<file path="src/pmu_ahb_cfg.svh">
`ifndef PMU_AHB_CFG_SVH
`define PMU_AHB_CFG_SVH

// ----------------------------------------------------------------------
// Bus and register widths
// ----------------------------------------------------------------------
`define PMU_REG_WIDTH 32
`define PMU_ADDR_WIDTH 32

// ----------------------------------------------------------------------
// Register map
// ----------------------------------------------------------------------
`define PMU_N_COUNTERS 9
`define PMU_N_REGS 12

// Config word, bit 0 enables counting and bit 1 clears all counters
`define PMU_CFG_IDX 0
// Counter k lives at index PMU_CNT_BASE + k
`define PMU_CNT_BASE 1
// Sticky overflow flags, one bit per counter
`define PMU_OVF_STATUS_IDX 10
// Interrupt mask, same bit layout as the status word
`define PMU_OVF_MASK_IDX 11

`endif

</file>
<file path="src/pmu_pkg.sv">
`include "pmu_ahb_cfg.svh"

package pmu_pkg;

    // ------------------------------------------------------------------
    // AHB encodings
    // ------------------------------------------------------------------
    // Transfer type as driven on htrans
    typedef enum logic [1:0] {
        HTRANS_IDLE   = 2'b00,
        HTRANS_BUSY   = 2'b01,
        HTRANS_NONSEQ = 2'b10,
        HTRANS_SEQ    = 2'b11
    } htrans_t;

    // Slave response, this slave only ever answers OKAY
    typedef enum logic {
        HRESP_OKAY  = 1'b0,
        HRESP_ERROR = 1'b1
    } hresp_t;

    // ------------------------------------------------------------------
    // Register bank types
    // ------------------------------------------------------------------
    typedef logic [`PMU_REG_WIDTH-1:0] reg_word_t;
    // Wide enough to address every register in the bank
    typedef logic [$clog2(`PMU_N_REGS)-1:0] reg_idx_t;
    typedef logic [`PMU_N_COUNTERS-1:0] event_vec_t;
    // Whole bank flattened, entry i is register i
    typedef reg_word_t [`PMU_N_REGS-1:0] reg_bank_t;

endpackage

</file>
<file path="src/ahb_slave_port.sv">
`include "pmu_ahb_cfg.svh"

module ahb_slave_port import pmu_pkg::*; (
    input  logic                       clk_i,
    input  logic                       rstn_i,
    // AHB-lite slave side
    input  logic                       hsel_i,
    input  logic                       hreadyi_i,
    input  logic [`PMU_ADDR_WIDTH-1:0] haddr_i,
    input  logic                       hwrite_i,
    input  htrans_t                    htrans_i,
    input  reg_word_t                  hwdata_i,
    output logic                       hreadyo_o,
    output hresp_t                     hresp_o,
    output reg_word_t                  hrdata_o,
    // Current register contents for read muxing
    input  reg_bank_t                  regs_i,
    // Write request towards the register bank
    output logic                       wr_en_o,
    output reg_idx_t                   wr_idx_o,
    output reg_word_t                  wr_data_o
);

    // ------------------------------------------------------------------
    // Address phase
    // ------------------------------------------------------------------
    logic     addr_valid;
    reg_idx_t addr_idx;

    // Data phase state, captured at the end of each address phase
    logic     dp_sel_q;
    logic     dp_write_q;
    reg_idx_t dp_idx_q;

    logic     dp_in_range;
    logic     dp_read;

    // Only NONSEQ and SEQ carry a transfer, IDLE and BUSY are ignored
    assign addr_valid = hsel_i && hreadyi_i &&
                        ((htrans_i == HTRANS_NONSEQ) || (htrans_i == HTRANS_SEQ));

    // Word addressed, byte lanes 1:0 dropped
    assign addr_idx = haddr_i[$bits(reg_idx_t)+1:2];

    always_ff @(posedge clk_i or negedge rstn_i) begin
        if (!rstn_i) begin
            dp_sel_q   <= 1'b0;
            dp_write_q <= 1'b0;
            dp_idx_q   <= '0;
        end else begin
            // Select is refreshed every cycle so idle cycles close the pipe
            dp_sel_q <= addr_valid;
            if (addr_valid) begin
                dp_write_q <= hwrite_i;
                dp_idx_q   <= addr_idx;
            end
        end
    end

    // ------------------------------------------------------------------
    // Data phase
    // ------------------------------------------------------------------
    // Indices past the end of the bank are read as zero and never written
    assign dp_in_range = (dp_idx_q < reg_idx_t'(`PMU_N_REGS));

    assign dp_read = dp_sel_q && !dp_write_q;

    // Write pulse lasts exactly the data phase
    assign wr_en_o   = dp_sel_q && dp_write_q && dp_in_range;
    assign wr_idx_o  = dp_idx_q;
    // Write data is valid on hwdata during the data phase itself
    assign wr_data_o = hwdata_i;

    always_comb begin
        if (dp_read && dp_in_range) begin
            hrdata_o = regs_i[dp_idx_q];
        end else begin
            hrdata_o = '0;
        end
    end

    // No wait states, every transfer completes with OKAY
    assign hreadyo_o = 1'b1;
    assign hresp_o   = HRESP_OKAY;

endmodule

</file>
<file path="src/pmu_ahb.sv">
`include "pmu_ahb_cfg.svh"

module pmu_ahb import pmu_pkg::*; (
    input  logic                       clk_i,
    input  logic                       rstn_i,
    // AHB-lite slave
    input  logic                       hsel_i,
    input  logic                       hreadyi_i,
    input  logic [`PMU_ADDR_WIDTH-1:0] haddr_i,
    input  logic                       hwrite_i,
    input  htrans_t                    htrans_i,
    input  reg_word_t                  hwdata_i,
    output logic                       hreadyo_o,
    output hresp_t                     hresp_o,
    output reg_word_t                  hrdata_o,
    // Event inputs and overflow interrupt
    input  event_vec_t                 events_i,
    output logic                       intr_overflow_o
);

    // ------------------------------------------------------------------
    // Bus port to register bank
    // ------------------------------------------------------------------
    reg_bank_t regs;
    logic      wr_en;
    reg_idx_t  wr_idx;
    reg_word_t wr_data;

    ahb_slave_port u_ahb_slave_port (
        .clk_i     (clk_i),
        .rstn_i    (rstn_i),
        .hsel_i    (hsel_i),
        .hreadyi_i (hreadyi_i),
        .haddr_i   (haddr_i),
        .hwrite_i  (hwrite_i),
        .htrans_i  (htrans_i),
        .hwdata_i  (hwdata_i),
        .hreadyo_o (hreadyo_o),
        .hresp_o   (hresp_o),
        .hrdata_o  (hrdata_o),
        .regs_i    (regs),
        .wr_en_o   (wr_en),
        .wr_idx_o  (wr_idx),
        .wr_data_o (wr_data)
    );

    // Register bank with the counter core inside
    pmu_regfile u_pmu_regfile (
        .clk_i           (clk_i),
        .rstn_i          (rstn_i),
        .events_i        (events_i),
        .wr_en_i         (wr_en),
        .wr_idx_i        (wr_idx),
        .wr_data_i       (wr_data),
        .regs_o          (regs),
        .intr_overflow_o (intr_overflow_o)
    );

endmodule

</file>
<file path="src/pmu_counter_bank.sv">
`include "pmu_ahb_cfg.svh"

module pmu_counter_bank import pmu_pkg::*; (
    // One level per counter, sampled at the clock edge
    input  event_vec_t                         events_i,
    // Control bits from the config register
    input  logic                               count_en_i,
    input  logic                               count_clr_i,
    // Current counter values
    input  reg_word_t [`PMU_N_COUNTERS-1:0]    counters_i,
    // Register being written by the bus this cycle
    input  logic                               skip_idx_valid_i,
    input  reg_idx_t                           skip_idx_i,
    // Next counter values and wrap flags
    output reg_word_t [`PMU_N_COUNTERS-1:0]    counters_o,
    output event_vec_t                         wrap_o
);

    // ------------------------------------------------------------------
    // Per-counter next-state logic
    // ------------------------------------------------------------------
    for (genvar k = 0; k < `PMU_N_COUNTERS; k++) begin : g_cnt

        // Register index this counter occupies in the bank
        localparam reg_idx_t CNT_IDX = reg_idx_t'(`PMU_CNT_BASE + k);

        logic      skip;
        logic      bump;
        reg_word_t cnt_next;

        // Bus write to this counter wins, so it neither counts nor wraps
        assign skip = skip_idx_valid_i && (skip_idx_i == CNT_IDX);

        // Counts only when enabled, not being cleared and the event is high
        assign bump = count_en_i && !count_clr_i && events_i[k] && !skip;

        always_comb begin
            if (skip) begin
                cnt_next = counters_i[k];
            end else if (count_clr_i) begin
                // Clear holds every counter at zero while the bit stays set
                cnt_next = '0;
            end else if (bump) begin
                // Natural wrap from all-ones to zero
                cnt_next = counters_i[k] + 1'b1;
            end else begin
                cnt_next = counters_i[k];
            end
        end

        assign counters_o[k] = cnt_next;

        // Wrap only when this very increment rolls over
        assign wrap_o[k] = bump && (counters_i[k] == '1);

    end

endmodule

</file>
<file path="src/pmu_regfile.sv">
`include "pmu_ahb_cfg.svh"

module pmu_regfile import pmu_pkg::*; (
    input  logic       clk_i,
    input  logic       rstn_i,
    // Event levels, one per counter
    input  event_vec_t events_i,
    // Bus write request, valid during the data phase
    input  logic       wr_en_i,
    input  reg_idx_t   wr_idx_i,
    input  reg_word_t  wr_data_i,
    // Registered bank, read back by the bus port
    output reg_bank_t  regs_o,
    // Level interrupt, any unmasked overflow flag
    output logic       intr_overflow_o
);

    // ------------------------------------------------------------------
    // Register storage
    // ------------------------------------------------------------------
    reg_bank_t regs_q;
    reg_bank_t regs_d;

    // Config fields
    reg_word_t cfg_word;
    logic      count_en;
    logic      count_clr;

    // Counter slice of the bank and its next value
    reg_word_t [`PMU_N_COUNTERS-1:0] cnt_cur;
    reg_word_t [`PMU_N_COUNTERS-1:0] cnt_next;
    event_vec_t                      cnt_wrap;

    // Overflow status and mask, counter bits only
    event_vec_t ovf_status;
    event_vec_t ovf_mask;

    assign cfg_word  = regs_q[`PMU_CFG_IDX];
    assign count_en  = cfg_word[0];
    assign count_clr = cfg_word[1];

    // Counters occupy a contiguous run starting at PMU_CNT_BASE
    assign cnt_cur = regs_q[`PMU_CNT_BASE +: `PMU_N_COUNTERS];

    pmu_counter_bank u_counter_bank (
        .events_i         (events_i),
        .count_en_i       (count_en),
        .count_clr_i      (count_clr),
        .counters_i       (cnt_cur),
        .skip_idx_valid_i (wr_en_i),
        .skip_idx_i       (wr_idx_i),
        .counters_o       (cnt_next),
        .wrap_o           (cnt_wrap)
    );

    // ------------------------------------------------------------------
    // Next-state merge
    // ------------------------------------------------------------------
    always_comb begin
        regs_d = regs_q;
        // Hardware updates first
        regs_d[`PMU_CNT_BASE +: `PMU_N_COUNTERS] = cnt_next;
        regs_d[`PMU_OVF_STATUS_IDX] = regs_q[`PMU_OVF_STATUS_IDX] | reg_word_t'(cnt_wrap);
        // Bus write then overrides its target
        if (wr_en_i) begin
            regs_d[wr_idx_i] = wr_data_i;
            // Fresh wraps still land even when software rewrites the status
            if (wr_idx_i == reg_idx_t'(`PMU_OVF_STATUS_IDX)) begin
                regs_d[`PMU_OVF_STATUS_IDX] = wr_data_i | reg_word_t'(cnt_wrap);
            end
        end
    end

    always_ff @(posedge clk_i or negedge rstn_i) begin
        if (!rstn_i) begin
            regs_q <= '0;
        end else begin
            regs_q <= regs_d;
        end
    end

    assign regs_o = regs_q;

    // ------------------------------------------------------------------
    // Overflow interrupt
    // ------------------------------------------------------------------
    assign ovf_status = regs_q[`PMU_OVF_STATUS_IDX][`PMU_N_COUNTERS-1:0];
    assign ovf_mask   = regs_q[`PMU_OVF_MASK_IDX][`PMU_N_COUNTERS-1:0];

    // Straight from flops, so it follows the wrapping edge by one cycle
    assign intr_overflow_o = |(ovf_status & ovf_mask);

endmodule

</file>
<file path="config.mk">
export PLATFORM = sky130hd
export DESIGN_NAME = pmu_ahb
export DESIGN_NICKNAME = d
export VERILOG_FILES = /design/src/pmu_pkg.sv /design/src/ahb_slave_port.sv /design/src/pmu_ahb.sv /design/src/pmu_counter_bank.sv /design/src/pmu_regfile.sv
export VERILOG_INCLUDE_DIRS = /design/src
export SDC_FILE = /design/constraint.sdc
export NUM_CORES = 1
export LEC_CHECK = 0
export ABC_CLOCK_PERIOD_IN_PS = 1970
export BUFFER_PORTS_ARGS = -buffer_cell sky130_fd_sc_hd__buf_2
export CORE_MARGIN = 2
export CORE_UTILIZATION = 57
export CTS_CLUSTER_SIZE = 30
export DETAILED_ROUTE_END_ITERATION = 16
export HOLD_SLACK_MARGIN = 0.12
export PLACE_DENSITY_LB_ADDON = 0.3
export SYNTH_ARGS = -nofsm -noshare
export SYNTH_HDL_FRONTEND = slang
export SYNTH_SLANG_ARGS = --single-unit
</file>
<file path="constraint.sdc">
create_clock -name clk_i -period 1.97 [get_ports clk_i]
set_clock_uncertainty 0.1 [all_clocks]
set_input_delay 0.0985 -clock clk_i [delete_from_list [all_inputs] [get_ports clk_i]]
set_output_delay 0.0985 -clock clk_i [all_outputs]
set_load 0.01 [all_outputs]
</file>
# Yosys cells after proc, flatten, opt, wreduce, memory -nomap -nowiden
# Cells that the tools add are included.
# Widths: inputs -> output; s select.
op_classes:
  addsub: 9
  order_cmp: 3
  n_eq_ne: 21
  mux: 35
  bitwise: 3
  reduce_logical: 57
ops:
  columns: ["cell", "count"]
  rows:
  - ["$mux 32", 31]
  - ["$bwmux 384", 1]
  - ["$mux 352", 1]
  - ["$add 32x1->32 const B", 9]
  - ["$eq 32x32->1 const B", 9]
  - ["$bmux 32 s4", 1]
  - ["$demux 32 s4", 1]
  - ["$or 32x9->32", 2]
  - ["$logic_and 1x1->1", 44]
  - ["$eq 4x3->1 const B", 4]
  - ["$eq 4x4->1 const B", 3]
  - ["$logic_not 1->1", 11]
  - ["$and 9x9->9", 1]
  - ["$reduce_or 9->1", 1]
  - ["$eq 4x2->1 const B", 2]
  - ["$lt 4x5->1 const B", 1]
  - ["$eq 2x2->1 const B", 2]
  - ["$eq 4x1->1 const B", 1]
  - ["$ge 4x1->1 const B", 1]
  - ["$lt 4x4->1 const B", 1]
  - ["$logic_or 1x1->1", 1]
word_totals:
  ff_bits: 390
  in_bits: 80
  out_inout_bits: 35
  word_cells: 143

# Longest topological paths before layout
depth:
  word_depth: 11
  ltp_mapped: 9
  ltp_nobuf: 7

# Modules after synthesis
# A second synthesis with hierarchy kept.
hier_totals:
  cells_unflattened: 2598
  hier_area_um2: 26216.4
modules_own_cells:
  columns: ["module", "n_inst", "cells_each", "area_each_um2", "seq_area_each_um2"]
  rows:
  - ["pmu_regfile", 1, 884, 14609.0, 9609.2]
  - ["pmu_counter_bank", 1, 1363, 7905.1, 0.0]
  - ["ahb_slave_port", 1, 351, 3702.3, 150.1]

# Worst setup path after synthesis
# Ideal clock, no wire load.
synth_timing:
  kind: "reg2reg"
  start: "reg u_ahb_slave_port.dp_write_q"
  end: "reg u_pmu_regfile.regs_q (netlist bit u_pmu_regfile.regs_o[252])"
  setup_time_ns: 0.121
  arrival_ns: 1.909
  required_time_ns: 1.749
  setup_slack_ns: -0.160
  path_stages_with_launch: 7
  n_path_buf: 0
  synth_period_minus_slack_ns: 2.130
  path_cell_list: "dfrtp_1 -> and4b_1 -> a211o_1 -> or4_4 -> nor3_2 -> xor2_1 -> a22o_1"
synth_rtl:
  columns: ["item", "line", "rtl"]
  rows:
  - ["from (decl)", "ahb_slave_port.sv:32", "logic dp_write_q;"]
  - ["from (signal assigned)", "ahb_slave_port.sv:54", "dp_write_q <= hwrite_i;"]
  - ["to (signal assigned)", "pmu_regfile.sv:78", "regs_q <= regs_d;"]
  - ["to (decl)", "pmu_regfile.sv:21", "reg_bank_t regs_q;"]

# Final worst setup path
layout_timing:
  start: "reg u_ahb_slave_port.dp_idx_q[0] (netlist: u_ahb_slave_port.wr_idx_o[0])"
  end: "out hrdata_o[31]"
layout_via:
  elab_chain_cells: 3
  word_cells_on_any_way: 5
  classes_between: "1 x order compare; 3 x mux; 1 x reduce/logical"
layout_lines:
  columns: ["item", "line", "rtl"]
  rows:
  - ["from (decl)", "ahb_slave_port.sv:33", "reg_idx_t dp_idx_q;"]
  - ["from (signal assigned)", "ahb_slave_port.sv:55", "dp_idx_q <= addr_idx;"]
  - ["$bmux 32 s4 / $lt 4x4->1 (equally long branches)", "ahb_slave_port.sv:76, ahb_slave_port.sv:64", null]
  - ["$mux 32 (not written as such) / $logic_and 1x1->1 (equally long branches)", "ahb_slave_port.sv:76, ahb_slave_port.sv:75", null]
  - ["$mux 32 (*)", "ahb_slave_port.sv:75", "if (dp_read && dp_in_range) begin"]
  - ["to (decl)", "pmu_ahb.sv:15", "output reg_word_t hrdata_o,"]
# Every way passes the cells marked *; elsewhere a longest branch is shown, timed or not. The select of a mux whose other input is x is not followed.

==> flow_summary_export.csv <==
group,metric,value,unit
route,ant_nets,0,
route,route.detailed.drc,0,
run_status,violations,"negative setup slack",
sta,drv_slew,0,
final_layout,layout_common_cells,"dfrtp_1, nand2_1, buf_4",
setup_path,reg2reg_slack,-800,ps
route,routed_wl,94160,um
setup_path,critPathBufInv,3,
route,avgRoutedWirePerCell,27.73,um
global_route,grt_pass1_wl,127900,um
pwr,vdd_drop_max,0.0004659,V
sta,tightest_slew,696.7,ps
setup_path,end_kind,"primary output",
yosys,synthFlopType,"dfrtp_1",
global_route,overflow,0,
placed_design,portBuffers,83,
placed_design,post-place-ws,-388.7,ps
final_layout,drive_gt1_share,39.64,%
global_route,grt_max_degree,57,
final_layout,syn_to_final_growth,38.67,%
yosys,ys_ff_latch,390,
yosys,ys_seq_area_share,41.90,%
run_status,status,"finished, violations left",
sta,min_period,2857,ps
die,fp.coreArea,40550,um2
final_layout,instances_no_fill,3396,
route,drtPass1Iterations,6,
global_route,antenna_found_initial,3,
sta,period_share,145.1,%
pwr,total_power,23060,uW
yosys,synth_edf_count,0,
global_route,track_usage,39.78,%
setup_path,criticalPathCategory,"register to primary output",
cts,clkTransAtPathRegs,70,ps
setup_path,worstPathMaxFanout,12,
sta,hold_violations,0,
yosys,synthCells,2361,
cts,h-tree-depth,2,
setup_path,timing.critical_path.from,"u_ahb_slave_port.wr_idx_o[0]$_DFFE_PN0P_",
final_layout,post-route-util,79.65,%
placed_design,hpwlAfterDp,56750,um
cts,root_buffer,"clkbuf_16",
setup_path,cp_cell_sequence,"buf_12, buf_12, mux4_2, mux2i_1, nor2_1, a21oi_2, nor2_1, buf_2",
cts,clk-insertion-delay-late,590,ps
pwr,p_leak,0.01403,uW
setup_path,start_kind,"register",
global_route,grt_pass1_vias,21954,
yosys,syn_area,23290,um2
die,die_x,206.2,um
route,vias,23321,
sta,rsz0062_at_grt,"yes",
route,drt-initial-drc-count,3773,
final_layout,fin_nets,2922,
sta,relSlewSlack,53.38,%
sta,fin_ws,-887.5,ps
setup_path,slowest_stage,"mux4_2",
final_layout,final_common_cell,"dfrtp_1",
setup_path,r2r_start,"u_pmu_regfile.cfg_word[1]$_DFFE_PN0P_",
yosys,syn_area_per_cell,9.866,um2
die,io_pins,115,
die,die_y,206.2,um
sta,setup_viol,339,
yosys,yosys_warnings,0,
die,dieArea,42500,um2
sta,tns,-121970,ps
setup_path,max_stage_delay,540,ps
setup_path,crit_family,"multiplexers",
placed_design,gp_congestion,0.9685,
cts,cts_tree,"yes",
yosys,netlist-cell-type-count,66,
die,start_util,57.44,%
route,drt-vias-per-instance,6.867,
yosys,synth_nets,2450,
die,row_count,74,
cts,cts_sinks,390,
setup_path,crit_arrival,2660,ps
run,maxCapViolCount,0,
cts,clock_path_buffers,3,
sta,clock.fmax,350.0,MHz
cts,cts_buffers,44,
placed_design,place_inst,3176,
worst_hold_path,hold_class,"primary input to asynchronous set/reset pin",
pwr,power-per-cell-area,713.9,nW/um2
setup_path,cp.required,1770,ps
yosys,async_flop_share,100.0,%
where the power goes:
part | switching (uW) | internal [uW]
clock network | 3520 | 4570
logic | 3240 | 2660
registers | 513 | 8550
cell families (layout without fill, tap and decap cells):
family,count (synthesis),in the layout,share of synthesized area (%)
AOI/OAI and AO/OA,342,342,8.320
muxes,238,238,15.88
adders and majority gates,9,9,0.4834
and+or+nand+nor,917,919,19.66
other,2,3,0.03224
DFF,390,390,41.90
buffers and inverters,186,686,3.314
xor gates and xnor gates,277,277,10.42
stage by stage:
stage / hold WS [ps] / instance area [um2]
2_1_floorplan: -297.1 / 23400
3_3_place_gp: -43.88 / 26920
3_5_place_dp: -37.19 / 26920
4_1_cts: 135.4 / 30360
5_1_grt: 174.3 / 32300
6_report: 161.5 / 32300
state kept, by name, indices dropped and copies added (netlist names):
register,count
u_ahb_slave_port.dp_sel_q,1
u_ahb_slave_port.dp_write_q,1
u_ahb_slave_port.wr_idx_o,4
u_pmu_regfile.cfg_word,32
u_pmu_regfile.regs_o,352
layout make-up:
cell class,count,area (um2)
Tap cell,532,665.6
Inverter,30,112.6
Clock buffer,66,1306
Clock inverter,10,65.06
Timing Repair Buffer,580,5334
Antenna cell,1,2.502
Sequential cell,390,9773
Multi-Input combinational cell,1787,15040
Fill cell,2083,8252
final timing paths:
path / endpoint / cells past startpoint
setup reg to reg: u_pmu_regfile.regs_o[275]$_DFF_PN0_ / 12
hold reg to reg: u_pmu_regfile.cfg_word[14]$_DFFE_PN0P_ / 1
min in group clk_i: u_ahb_slave_port.wr_idx_o[1]$_DFFE_PN0P_ / 3
max in group asynchronous: u_pmu_regfile.regs_o[100]$_DFF_PN0_ / 3
hold / removal: u_pmu_regfile.regs_o[370]$_DFFE_PN0P_ / 3
setup / recovery: hrdata_o[31] / 8
synthesized netlist by cell type (all sizes together), types with 50 or more instances:
master,n,area share (%)
buf,58,1.3
nand3,96,2.1
o21ai,254,5.5
nand2,395,6.4
mux2i,50,2.1
xnor2,138,5.2
mux2,92,4.4
xor2,139,5.2
dfrtp,390,42
nor2,157,2.5
nor3,51,1.3
mux4,96,9.3
clkbuf,98,1.6
nand4,68,2.0
layer usage:
metal  track usage (%)  wire (um)  vias up
li1                  -          -     9288
met1             51.28      32210    11433
met2             63.40      43200     2056
met3             7.805      11550      540
met4             21.94       7168        4
met5                 0         26        -
tightest hold or removal path, stage by stage:
cell and delay, ps:
dlygate4sd3_1 560, buf_8 280, buf_12 260
timing repair:
item | in CTS | in global routing
setup buffers | 42 | 59
resized for setup | 294 | 462
hold endpoints to repair | 780 | 0
endpoints found under the setup margin | 333 | 413
pin swaps | 105 | 239
gates cloned | 7 | 5
hold buffers | 52 | 0
Power figures use the tool's default switching activity.
